## src/lc3b_types.sv

```systemverilog
package lc3b_types;

    // Line geometry. A 16-bit byte address splits into tag, index and offset.
    localparam int LINE_OFFSET_BITS = 4;       // Sixteen bytes per line.
    localparam int INDEX_BITS       = 3;
    localparam int NUM_LINES        = 8;       // Matches 2**INDEX_BITS.
    localparam int TAG_BITS         = 16 - INDEX_BITS - LINE_OFFSET_BITS;

    typedef logic [15:0]  lc3b_word;           // Byte address.
    typedef logic [127:0] lc3b_cacheline;      // Eight 16-bit words.

    typedef logic [TAG_BITS-1:0]   lc3b_tag;
    typedef logic [INDEX_BITS-1:0] lc3b_index;

endpackage : lc3b_types

```

## src/mem_if.sv

```systemverilog
`timescale 1ns/1ps

interface mem_if
    import lc3b_types::*;
();

    logic          read;       // Level, held until resp.
    logic          write;      // Level, never high together with read.
    lc3b_word      address;
    lc3b_cacheline wdata;
    logic          resp;       // One-cycle pulse that ends the request.
    lc3b_cacheline rdata;      // Valid in the resp cycle of a read.

    modport requester (
        output read,
        output write,
        output address,
        output wdata,
        input  resp,
        input  rdata
    );

    modport responder (
        input  read,
        input  write,
        input  address,
        input  wdata,
        output resp,
        output rdata
    );

endinterface : mem_if

```

## src/mem_arbiter.sv

```systemverilog
`timescale 1ns/1ps

module mem_arbiter
    import lc3b_types::*;
(
    input  logic          clk,
    input  logic          rst_n_i,

    input  logic          d_read_i,
    input  logic          d_write_i,
    input  lc3b_word      d_address_i,
    input  lc3b_cacheline d_wdata_i,
    output logic          d_resp_o,
    output lc3b_cacheline d_rdata_o,

    input  logic          i_read_i,
    input  lc3b_word      i_address_i,
    output logic          i_resp_o,
    output lc3b_cacheline i_rdata_o,

    mem_if.requester      down_bus
);

    logic busy_q;       // A grant is active and waits for the cache's resp.
    logic grant_d_q;    // High when the data port owns the grant.
    logic d_req;

    assign d_req = d_read_i | d_write_i;

    // The data port has fixed priority. Once granted, a port keeps the channel
    // until its transaction ends, so a request is never cut in the middle.
    always_ff @(posedge clk) begin
        if (!rst_n_i) begin
            busy_q    <= 1'b0;
            grant_d_q <= 1'b0;
        end else if (!busy_q) begin
            busy_q    <= d_req | i_read_i;
            grant_d_q <= d_req;                // Instruction port only if data is quiet.
        end else if (down_bus.resp) begin
            busy_q    <= 1'b0;                 // Back to idle for one cycle.
        end
    end

    // Present the granted port on the merged channel.
    assign down_bus.read    = busy_q & (grant_d_q ? d_read_i : i_read_i);
    assign down_bus.write   = busy_q & grant_d_q & d_write_i;  // Instruction side never writes.
    assign down_bus.address = grant_d_q ? d_address_i : i_address_i;
    assign down_bus.wdata   = d_wdata_i;

    // Resp goes straight back to the owner in the same cycle.
    assign d_resp_o  = busy_q & grant_d_q & down_bus.resp;
    assign i_resp_o  = busy_q & ~grant_d_q & down_bus.resp;
    assign d_rdata_o = down_bus.rdata;
    assign i_rdata_o = down_bus.rdata;

endmodule : mem_arbiter

```

## src/l2_cache.sv

```systemverilog
`timescale 1ns/1ps

module l2_cache
    import lc3b_types::*;
(
    input  logic     clk,
    input  logic     rst_n_i,
    mem_if.responder up_bus,
    mem_if.requester down_bus
);

    // Line storage.
    lc3b_cacheline        data_q [NUM_LINES];
    lc3b_tag              tag_q  [NUM_LINES];
    logic [NUM_LINES-1:0] valid_q;
    logic [NUM_LINES-1:0] dirty_q;

    // Controller. Compare is the state where both flags are low.
    logic wb_q;          // Writing the dirty victim to down_bus.
    logic fill_q;        // Reading the missing line from down_bus.
    logic resp_q;
    lc3b_cacheline rdata_q;

    lc3b_tag   req_tag;
    lc3b_index req_index;
    logic      compare;
    logic      req_valid;
    logic      hit;
    logic      victim_dirty;
    logic      do_store;
    logic      do_read_hit;
    logic      fill_done;

    assign req_tag   = up_bus.address[LINE_OFFSET_BITS+INDEX_BITS +: TAG_BITS];
    assign req_index = up_bus.address[LINE_OFFSET_BITS +: INDEX_BITS];

    assign compare = ~wb_q & ~fill_q;

    // A request seen in the resp cycle is the one just answered.
    assign req_valid    = compare & (up_bus.read | up_bus.write) & ~resp_q;
    assign hit          = valid_q[req_index] & (tag_q[req_index] == req_tag);
    assign victim_dirty = valid_q[req_index] & dirty_q[req_index];

    // Whole-line writes install directly once the slot is hit or clean.
    assign do_store    = req_valid & up_bus.write & (hit | ~victim_dirty);
    assign do_read_hit = req_valid & up_bus.read & hit;
    assign fill_done   = fill_q & down_bus.resp;

    always_ff @(posedge clk) begin
        if (!rst_n_i) begin
            wb_q    <= 1'b0;
            fill_q  <= 1'b0;
            resp_q  <= 1'b0;
            valid_q <= '0;
            dirty_q <= '0;
        end else begin
            resp_q <= do_store | do_read_hit;      // Hit answers one cycle later.
            if (req_valid && !hit && victim_dirty) begin
                wb_q <= 1'b1;                      // Evict before reuse of the slot.
            end else if (req_valid && up_bus.read && !hit) begin
                fill_q <= 1'b1;
            end
            if (wb_q && down_bus.resp) begin
                wb_q               <= 1'b0;
                dirty_q[req_index] <= 1'b0;        // Compare again with a clean slot.
            end
            if (fill_done) begin
                fill_q             <= 1'b0;
                valid_q[req_index] <= 1'b1;
                dirty_q[req_index] <= 1'b0;        // Next compare is a hit.
            end
            if (do_store) begin
                valid_q[req_index] <= 1'b1;
                dirty_q[req_index] <= 1'b1;
            end
        end
    end

    always_ff @(posedge clk) begin
        if (do_store) begin
            data_q[req_index] <= up_bus.wdata;
            tag_q[req_index]  <= req_tag;
        end
        if (fill_done) begin
            data_q[req_index] <= down_bus.rdata;
            tag_q[req_index]  <= req_tag;
        end
        if (do_read_hit) begin
            rdata_q <= data_q[req_index];
        end
    end

    assign up_bus.resp  = resp_q;
    assign up_bus.rdata = rdata_q;

    // The write-back goes to the old tag's line address, the fill to the new one.
    assign down_bus.write   = wb_q;
    assign down_bus.read    = fill_q;
    assign down_bus.address = wb_q ? {tag_q[req_index], req_index, {LINE_OFFSET_BITS{1'b0}}}
                                   : {req_tag, req_index, {LINE_OFFSET_BITS{1'b0}}};
    assign down_bus.wdata   = data_q[req_index];

endmodule : l2_cache

```

## src/victim_buffer.sv

```systemverilog
`timescale 1ns/1ps

module victim_buffer
    import lc3b_types::*;
(
    input  logic          clk,
    input  logic          rst_n_i,
    mem_if.responder      up_bus,

    output logic          pmem_read_o,
    output logic          pmem_write_o,
    output lc3b_word      pmem_address_o,
    output lc3b_cacheline pmem_wdata_o,
    input  logic          pmem_resp_i,
    input  lc3b_cacheline pmem_rdata_i
);

    logic          valid_q;        // Buffer holds a line not yet in memory.
    logic          flush_q;        // Writing the held line to pmem.
    logic          fwd_q;          // Read forwarded to pmem.
    logic          resp_q;
    lc3b_tag       held_tag_q;
    lc3b_index     held_index_q;
    lc3b_cacheline held_line_q;
    lc3b_cacheline rdata_q;

    lc3b_tag   req_tag;
    lc3b_index req_index;
    logic      idle;
    logic      req_valid;
    logic      held_match;
    logic      accept_evict;
    logic      serve_read;

    assign req_tag   = up_bus.address[LINE_OFFSET_BITS+INDEX_BITS +: TAG_BITS];
    assign req_index = up_bus.address[LINE_OFFSET_BITS +: INDEX_BITS];

    assign idle         = ~flush_q & ~fwd_q;
    assign req_valid    = idle & (up_bus.read | up_bus.write) & ~resp_q;
    assign held_match   = valid_q & (held_tag_q == req_tag) & (held_index_q == req_index);
    assign accept_evict = req_valid & up_bus.write & ~valid_q;
    assign serve_read   = req_valid & up_bus.read & held_match;  // Line stays valid.

    always_ff @(posedge clk) begin
        if (!rst_n_i) begin
            valid_q <= 1'b0;
            flush_q <= 1'b0;
            fwd_q   <= 1'b0;
            resp_q  <= 1'b0;
        end else begin
            resp_q <= accept_evict | serve_read;
            if (accept_evict) begin
                valid_q <= 1'b1;
            end
            if (req_valid && up_bus.write && valid_q) begin
                flush_q <= 1'b1;                   // Make room for the new victim.
            end else if (req_valid && up_bus.read && !held_match) begin
                fwd_q <= 1'b1;
            end else if (idle && valid_q && !up_bus.read && !up_bus.write) begin
                flush_q <= 1'b1;                   // Drain in a quiet cycle.
            end
            if (flush_q && pmem_resp_i) begin
                flush_q <= 1'b0;
                valid_q <= 1'b0;
            end
            if (fwd_q && pmem_resp_i) begin
                fwd_q <= 1'b0;
            end
        end
    end

    always_ff @(posedge clk) begin
        if (accept_evict) begin
            held_tag_q   <= req_tag;
            held_index_q <= req_index;
            held_line_q  <= up_bus.wdata;
        end
        if (serve_read) begin
            rdata_q <= held_line_q;
        end
    end

    assign pmem_read_o    = fwd_q;
    assign pmem_write_o   = flush_q;
    assign pmem_address_o = flush_q ? {held_tag_q, held_index_q, {LINE_OFFSET_BITS{1'b0}}}
                                    : up_bus.address;
    assign pmem_wdata_o   = held_line_q;

    // A forwarded read finishes on the pmem resp itself.
    assign up_bus.resp  = resp_q | (fwd_q & pmem_resp_i);
    assign up_bus.rdata = fwd_q ? pmem_rdata_i : rdata_q;

endmodule : victim_buffer

```

## src/mem_hierarchy.sv

```systemverilog
`timescale 1ns/1ps

module mem_hierarchy
    import lc3b_types::*;
(
    input  logic          clk,
    input  logic          rst_n_i,

    // Data port, reads and writes whole lines.
    input  logic          d_read_i,
    input  logic          d_write_i,
    input  lc3b_word      d_address_i,
    input  lc3b_cacheline d_wdata_i,
    output logic          d_resp_o,
    output lc3b_cacheline d_rdata_o,

    // Instruction port, read only.
    input  logic          i_read_i,
    input  lc3b_word      i_address_i,
    output logic          i_resp_o,
    output lc3b_cacheline i_rdata_o,

    // Physical memory.
    output logic          pmem_read_o,
    output logic          pmem_write_o,
    output lc3b_word      pmem_address_o,
    output lc3b_cacheline pmem_wdata_o,
    input  logic          pmem_resp_i,
    input  lc3b_cacheline pmem_rdata_i
);

    mem_if arb_bus ();     // Arbiter to cache.
    mem_if vb_bus ();      // Cache to victim buffer.

    mem_arbiter u_mem_arbiter (
        .clk, .rst_n_i,
        .d_read_i, .d_write_i, .d_address_i, .d_wdata_i, .d_resp_o, .d_rdata_o,
        .i_read_i, .i_address_i, .i_resp_o, .i_rdata_o,
        .down_bus (arb_bus.requester)
    );

    l2_cache u_l2_cache (
        .clk, .rst_n_i,
        .up_bus   (arb_bus.responder),
        .down_bus (vb_bus.requester)
    );

    victim_buffer u_victim_buffer (
        .clk, .rst_n_i,
        .up_bus (vb_bus.responder),
        .pmem_read_o, .pmem_write_o, .pmem_address_o, .pmem_wdata_o,
        .pmem_resp_i, .pmem_rdata_i
    );

endmodule : mem_hierarchy

```

## config.mk

```make
export PLATFORM = sky130hd
export DESIGN_NAME = mem_hierarchy
export DESIGN_NICKNAME = d
export VERILOG_FILES = /design/src/lc3b_types.sv /design/src/mem_if.sv /design/src/mem_arbiter.sv /design/src/l2_cache.sv /design/src/victim_buffer.sv /design/src/mem_hierarchy.sv
export SDC_FILE = /design/constraint.sdc
export NUM_CORES = 1
export LEC_CHECK = 0
export ABC_AREA = 1
export BUFFER_PORTS_ARGS = -buffer_cell sky130_fd_sc_hd__buf_2
export CORE_ASPECT_RATIO = 1.5
export CORE_UTILIZATION = 35
export DETAILED_ROUTE_END_ITERATION = 10
export PLACE_DENSITY = 0.55
export SYNTH_ARGS = -nofsm -noshare
export SYNTH_HDL_FRONTEND = slang
export SYNTH_SLANG_ARGS = --single-unit
```

## constraint.sdc

```tcl
create_clock -name clk -period 16.35 [get_ports clk]
set_clock_uncertainty 0.1 [all_clocks]
set_input_delay 2.4525 -clock clk [delete_from_list [all_inputs] [get_ports clk]]
set_output_delay 2.4525 -clock clk [all_outputs]
set_load 0.02 [all_outputs]
```

==> results of run 1 <==
## worst max-delay path by stage
stage	to	slack, ps	cells past startpoint
floorplan	u_l2_cache.data_q[1][0]$_DFFE_PP_	9220	18
global placement	pmem_address_o[14]	9140	13
detailed placement	pmem_address_o[15]	9160	12
CTS	pmem_address_o[15]	9150	12
global route	pmem_address_o[15]	8860	12
finish	pmem_address_o[15]	9170	12
## cells by family (layout without fill, tap and decap cells)
kind of cell              count (synthesis)  in the layout  share of synthesized area (%)
buffers and inverters                   408           1083                          3.698
and+or+nand+nor                         957            957                          7.208
AOI/OAI and AO/OA                       683            683                          8.632
other                                     1              6                       0.006657
xor gates and xnor gates                  2              2                        0.03110
DFF                                    1517           1517                          80.42
## layer usage
| layer | wire length, um | vias to the layer above | track usage, % |
|---|---|---|---|
| met2 | 71530 | 1109 | 29.67 |
| met5 | 20 | - | 0 |
| met1 | 62070 | 16590 | 22.50 |
| met4 | 2884 | 4 | 5.291 |
| li1 | - | 14710 | - |
| met3 | 7728 | 191 | 2.822 |
## cell usage in the layout (no fill, tap or decap), types with 38 or more instances in the layout
cell and instances:
clkinv_1 38, nand2_1 595, buf_2 685, a221oi_1 40, a31oi_1 129, nand4_1 97, nand3_1 71, clkbuf_16 146
nor2_1 156, o21ai_0 40, a22oi_1 422, edfxtp_1 1492, inv_1 68, buf_4 45
## flip-flops by register name, indices dropped and copies added (netlist names), named ones only
name	flops
u_l2_cache.down_bus.write	1
u_victim_buffer.pmem_read_o	1
u_l2_cache.dirty_q	8
u_mem_arbiter.grant_d_q	1
u_victim_buffer.pmem_write_o	1
u_victim_buffer.pmem_wdata_o	128
u_l2_cache.tag_q	72
u_l2_cache.up_bus.resp	1
u_victim_buffer.rdata_q	128
u_l2_cache.valid_q	7
u_mem_arbiter.busy_q	1
u_victim_buffer.held_tag_q	9
u_l2_cache.down_bus.read	1
u_l2_cache.up_bus.rdata	128
u_victim_buffer.valid_q	1
u_victim_buffer.held_index_q	3
u_l2_cache.data_q	1024
u_victim_buffer.resp_q	1
## final cells by class
type | count | area share [%]
Antenna cell | 2 | 0.007616
Sequential cell | 1517 | 68.95
Tap cell | 2093 | 3.985
Clock buffer | 179 | 5.749
Clock inverter | 84 | 1.249
Multi-Input combinational cell | 1646 | 13.66
Inverter | 89 | 0.6379
Timing Repair Buffer | 731 | 5.762
## worst reg2reg max path, stage by stage, from the launching register on
cell and delay [ps]:
dfxtp_1 1010, inv_6 130, nand2_2 110, nand2_2 550, o21ai_0 460, nand2_1 90, nand2_1 70, nand2_1 40
nand2_1 100, nand2_1 60, nor2_1 100, nand2_1 80, nor2_1 130, nand2_1 110, nand2_1 80, nand2_2 80
nand2_4 160, nand2_2 120, inv_6 620, buf_4 840
## report_power, final
group	internal (mW)	switching (mW)	total, mW
combinational	0.123	0.330	0.453
sequential	4.32	0.00611	4.32
clock	1.82	1.45	3.27
## stage by stage
stage                     util, %  setup slack [ps]  total power, mW
after global placement      38.16              9140            4.857
after CTS                   41.03              9147            8.127
after detailed placement    38.16              9156            4.863
after global routing        41.03              8865            8.290
final                       41.04              9171            8.050
after floorplan                 -              9216            4.658
==> out/metrics.cfg, run 1 <==
[min_path]
hold_depth = 0
min_from = u_victim_buffer.pmem_wdata_o[42]$_DFFE_PP_
hold_class = flip-flop to flip-flop
min_to = u_victim_buffer.rdata_q[42]$_DFFE_PP_

[logic_synthesis]
async_flop_share_pct = 0
netlist_top_cells_area = edfxtp_1 (80%), a22oi_1 (5.6%), nand2_1 (4.0%)
synth_seq_area_share_pct = 80.42
ys.flop_type = edfxtp_1
synthesis.area_mm2 = 0.05633
synthCells = 3568
yosysUniqueCellTypes = 43
synth_top_cell_by_area = edfxtp_1
synth-edff-count = 1492
synth_top_cell_area_share_pct = 79.54
syn_area_per_cell_um2 = 15.79
synthTopCellsByCount = edfxtp_1 (1492), nand2_1 (595), a22oi_1 (422)
synth_seq_cells = 1517
yosys_warnings = 0
synth.most_common_cell = edfxtp_1

[clock_network]
root_buffer = clkbuf_16
htreeDepth = 4
cts_buffers = 145
clock_latency_ps = 800
cts_hold_buf = 0
cts_setup_buffers = 0
clockBufferDepth = 3
ctsResizeCount = 0
clk_pin_slew_ps = 60
clock-sinks = 1517
cts_tree = done

[floorplanning]
die_w_um = 329.6
io_pins = 698
die_h_um = 493.3
rows = 180
dieArea_mm2 = 0.1626
core_mm2 = 0.1601
start_util_pct = 35.18

[outcome]
status = finished, violations left
violations = design-rule violations

[timing]
finalCritPeriodShare_pct = 43.91
maxSlewHeadroom_pct = 17.14
slew_violations = 0
fin_crit_ps = 7179
tightestPinTransition_ps = 1230
rsz0062_at_grt = false
whs_ps = 324.1
finalHoldViolCount = 0
setup_viol = 0
fmax_ghz = 0.1393
fin_tns_setup_ps = 0

[critical_path]
path_max_fanout = 48
ff2ff_setup_slack_ps = 10830
timing.rr.end = u_l2_cache.data_q[6][53]$_DFFE_PP_
cpPeakStageDelay_ps = 770
cp.required_ps = 13800
crit_chain = buf_2 > nand2_1 > nand2_2 > nand2_1 > nand3_1 > nand2_1 > nor2_1 > nand2_1 > o21ai_0 > nand2_1 > o21ai_0 > buf_2
rr_startpoint = u_mem_arbiter.grant_d_q$_SDFFE_PN0N_
critPathKind = input pin to output port
reg2reg_depth = 19
path_buf_inv = 2
cp-startpoint = d_address_i[4]
cpMostUsedCell = nand2_1
cp-end-kind = output port
cp_top_family = simple AND/OR/NAND/NOR gates
critPathArrivalTime_ps = 4630
cpMaxStageDelayCell = nand2_2
start_kind = input pin

[placement]
place_inst = 6076
port_buffers = 685
routabilityCongestion = 0.7812
dpl_cell_area_mm2 = 0.06111
dp_hpwl_um = 81250

[global_routing]
grt_max_degree = 106
antenna_found_initial = 7
grt.overflow.total = 0
first_global_vias = 32210
grt_pass1_wl_um = 208200
track_usage_pct = 17.35

[routing]
drtAntennaViolNets = 0
drt-total-wl_um = 144200
first_pass_iters = 8
remaining_drc_errors = 2
vias = 32600
wl_per_cell_um = 22.75
vias_per_cell = 5.142
drtIter0Drc = 2366

[final_layout]
nets = 4424
fin_cells = 6341
multiInputGateArea_mm2 = 0.008976
stdcell_area_mm2 = 0.06571
area_delta_synth_final_pct = 16.65
n_fill_cell = 14550
final-seq-area_mm2 = 0.04531
drive_gt1_share_pct = 23.13

[pwr]
ir_drop_uv = 83.05
powerDensity_mw_per_mm2 = 122.5
cellLeakagePower_nw = 22.33

[run]
maxCapViolations = 0

Note: power is estimated with default switching activity, not from simulation.
==> run 2: changes to the inputs <==
- PLACE_DENSITY: 0.55 -> 0.57
- clock period: 16.35 -> 5.9 ns (I/O delays scaled with it)
==> run 2 against run 1 <==
Flip-flop and latch count did not move; critical path depth decreased by 1; core utilization rose by 0.44 points; count of clock-buffer cells in the layout decreased by 1; clock power increased to 2.7 times the previous value; register-to-register slack got worse by 9800 ps; via count increased by 0.28%; die area unchanged; sequential power grew to 2.8 times the previous value; highest routed layer unchanged; routed wire length fell by 1.1%; non-clock buffer count grew 65; global-route usage fell by 0.18 points; the run still ends with design-rule violations left; critical path type is now flip-flop to output port.
==> out/metrics.cfg, run 2 (same netlist as run 1, synthesis figures left out) <==
[outcome]
status = finished, violations left
violations = design-rule violations

[global_routing]
track_usage_pct = 17.17  ; -0.18 points
antenna_found_initial = 7  ; unchanged
grt.overflow.total = 0  ; unchanged
grt_pass1_wl_um = 206800  ; -0.64%
grt_max_degree = 131  ; +24%
first_global_vias = 32460  ; +0.78%

[timing]
maxSlewHeadroom_pct = 14.22  ; -2.9 points
fin_crit_ps = 4975
finalHoldViolCount = 0  ; unchanged
tightestPinTransition_ps = 1273  ; +43.37 ps
rsz0062_at_grt = false
finalCritPeriodShare_pct = 84.32
fmax_ghz = 0.2010
fin_tns_setup_ps = 0  ; unchanged
setup_viol = 0  ; unchanged
slew_violations = 0  ; unchanged

[pwr]
power_mw = 22.08  ; +170%
seqPwrFrac_pct = 54.2  ; +0.5 points
swShare_pct = 22.19  ; -0.052 points
powerDensity_mw_per_mm2 = 332.4  ; +170%
p_switching_mw = 4.899  ; +170%
cellLeakagePower_nw = 22.69  ; +1.6%
ir_drop_uv = 249.2  ; +200%
p_comb_share_pct = 5.8  ; +0.2 points
clkPwrFrac_pct = 40.0  ; -0.7 points
p_int_mw = 17.18  ; +170%

[final_layout]
final_cell_mix = edfxtp_1 (1492), buf_2 (685), nand2_1 (595)
area_delta_synth_final_pct = 17.91
multiInputGateArea_mm2 = 0.008976  ; unchanged
stdcell_area_mm2 = 0.06642  ; +1.1%
max_flop_register = u_l2_cache.data_q
n_fill_cell = 14470  ; -0.56%
drive_gt1_share_pct = 24.37  ; +1.2 points
final-seq-area_mm2 = 0.04531  ; unchanged
layout_commonest_cell = edfxtp_1
nets = 4485  ; +1.4%
largest_register_ffs = 1024  ; unchanged

[clock_network]
clockBufferDepth = 3  ; unchanged
cts_hold_buf = 0  ; unchanged
htreeDepth = 4  ; unchanged
root_buffer = clkbuf_16
clock-sinks = 1517  ; unchanged
clk_pin_slew_ps = 60  ; about the same
cts_setup_buffers = 0  ; unchanged
cts_tree = done
ctsResizeCount = 0  ; unchanged
cts_buffers = 141  ; -2.8%
clock_latency_ps = 810  ; about the same

[floorplanning]
io_pins = 698  ; unchanged
rows = 180  ; unchanged
start_util_pct = 35.18  ; unchanged
die_w_um = 329.6  ; unchanged
die_h_um = 493.3  ; unchanged
core_mm2 = 0.1601  ; unchanged
dieArea_mm2 = 0.1626  ; unchanged

[routing]
vias_per_cell = 5.117  ; -0.49%
first_pass_iters = 10  ; +2
drt-total-wl_um = 142600  ; -1.1%
vias = 32700  ; +0.28%
drtIter0Drc = 2324  ; -1.8%
drtAntennaViolNets = 0  ; unchanged
wl_per_cell_um = 22.32  ; -1.9%
remaining_drc_errors = 1  ; -1

[critical_path]
path_max_fanout = 48  ; unchanged
critPathArrivalTime_ps = 3990  ; -640 ps
ff2ff_setup_slack_ps = 1060  ; -9770 ps
start_kind = flip-flop
critPathKind = flip-flop to output port
cp.required_ps = 4910  ; -8890 ps
cp-end-kind = output port

[placement]
dp_hpwl_um = 83740  ; +3.1%
routabilityCongestion = 0.7739  ; -0.93%
port_buffers = 685  ; unchanged
dpl_cell_area_mm2 = 0.06201  ; +1.5%

[run]
maxCapViolations = 0  ; unchanged

[min_path]
hold_class = input pin to flip-flop

[run 2: cell types whose count changed in the layout (fill, tap and decap cells not counted), moves of 3 or more]
cell	before	now
clkbuf_16	146	143
buf_4	45	77
clkinv_2	19	22
buf_12	1	34
clkinv_1	38	22
[run 2: path summary, 6_finish.rpt]
path | to | cells after the start | startpoint
setup / recovery | pmem_address_o[15] | 11 | u_mem_arbiter.grant_d_q$_SDFFE_PN0N_
hold / removal | u_mem_arbiter.busy_q$_SDFF_PN0_ | 3 | i_read_i
setup reg to reg | u_l2_cache.data_q[0][23]$_DFFE_PP_ | 19 | u_mem_arbiter.grant_d_q$_SDFFE_PN0N_
hold reg to reg | u_victim_buffer.rdata_q[42]$_DFFE_PP_ | 0 | u_victim_buffer.pmem_wdata_o[42]$_DFFE_PP_
[run 2: stage by stage]
stage | hold slack [ps] | worst slack, ps | util, % | cells
5_1_grt | 222.2 | 567.8 | 41.48 | 6390
4_1_cts | 164.6 | 847.9 | 41.48 | 6389
3_5_place_dp | 326.4 | 1037 | 38.72 | 6141
2_1_floorplan | 330.1 | 333.0 | - | 3571
3_3_place_gp | 326.5 | 1057 | 38.72 | 6140
6_report | 226.9 | 925.4 | 41.48 | 6390
[run 2: area by class of cell]
type | instances | share of cell area, %
diodes | 1 | 0.003768
clock buffers | 178 | 5.601
multi-input cells | 1646 | 13.51
inverters | 89 | 0.6311
flip-flops and latches | 1517 | 68.22
repair buffers | 796 | 7.057
clock inverters | 70 | 1.034
well taps | 2093 | 3.943
[run 2: metal layers]
layer	wire length, um	share of wire, %	up-vias	GRT usage, %
li1	-	-	14840	-
met1	59610	42	16530	21.76
met2	71020	50	1109	29.45
met3	8325	5.8	208	3.039
met4	3602	2.5	6	5.899
met5	42	0.029	-	0
[run 2: worst max-delay path, stage by stage (launching register included)]
cell,delay (ps)
dfxtp_1,1020
nand2_1,140
nand2_2,750
nand2_1,120
nand3_1,130
nand2_1,90
nor2_1,180
nand2_1,70
o21ai_0,210
nand2_1,100
o21ai_0,140
buf_2,230
[run 2: power groups by stage]
stage	clock (mW)	sequential (mW)	combinational, mW
floorplan	0	12.2	0.704
global placement	0	12.2	1.27
detailed placement	0	12.2	1.28
CTS	9.01	12.0	1.29
global route	9.39	12.0	1.39
finish	8.82	12.0	1.28
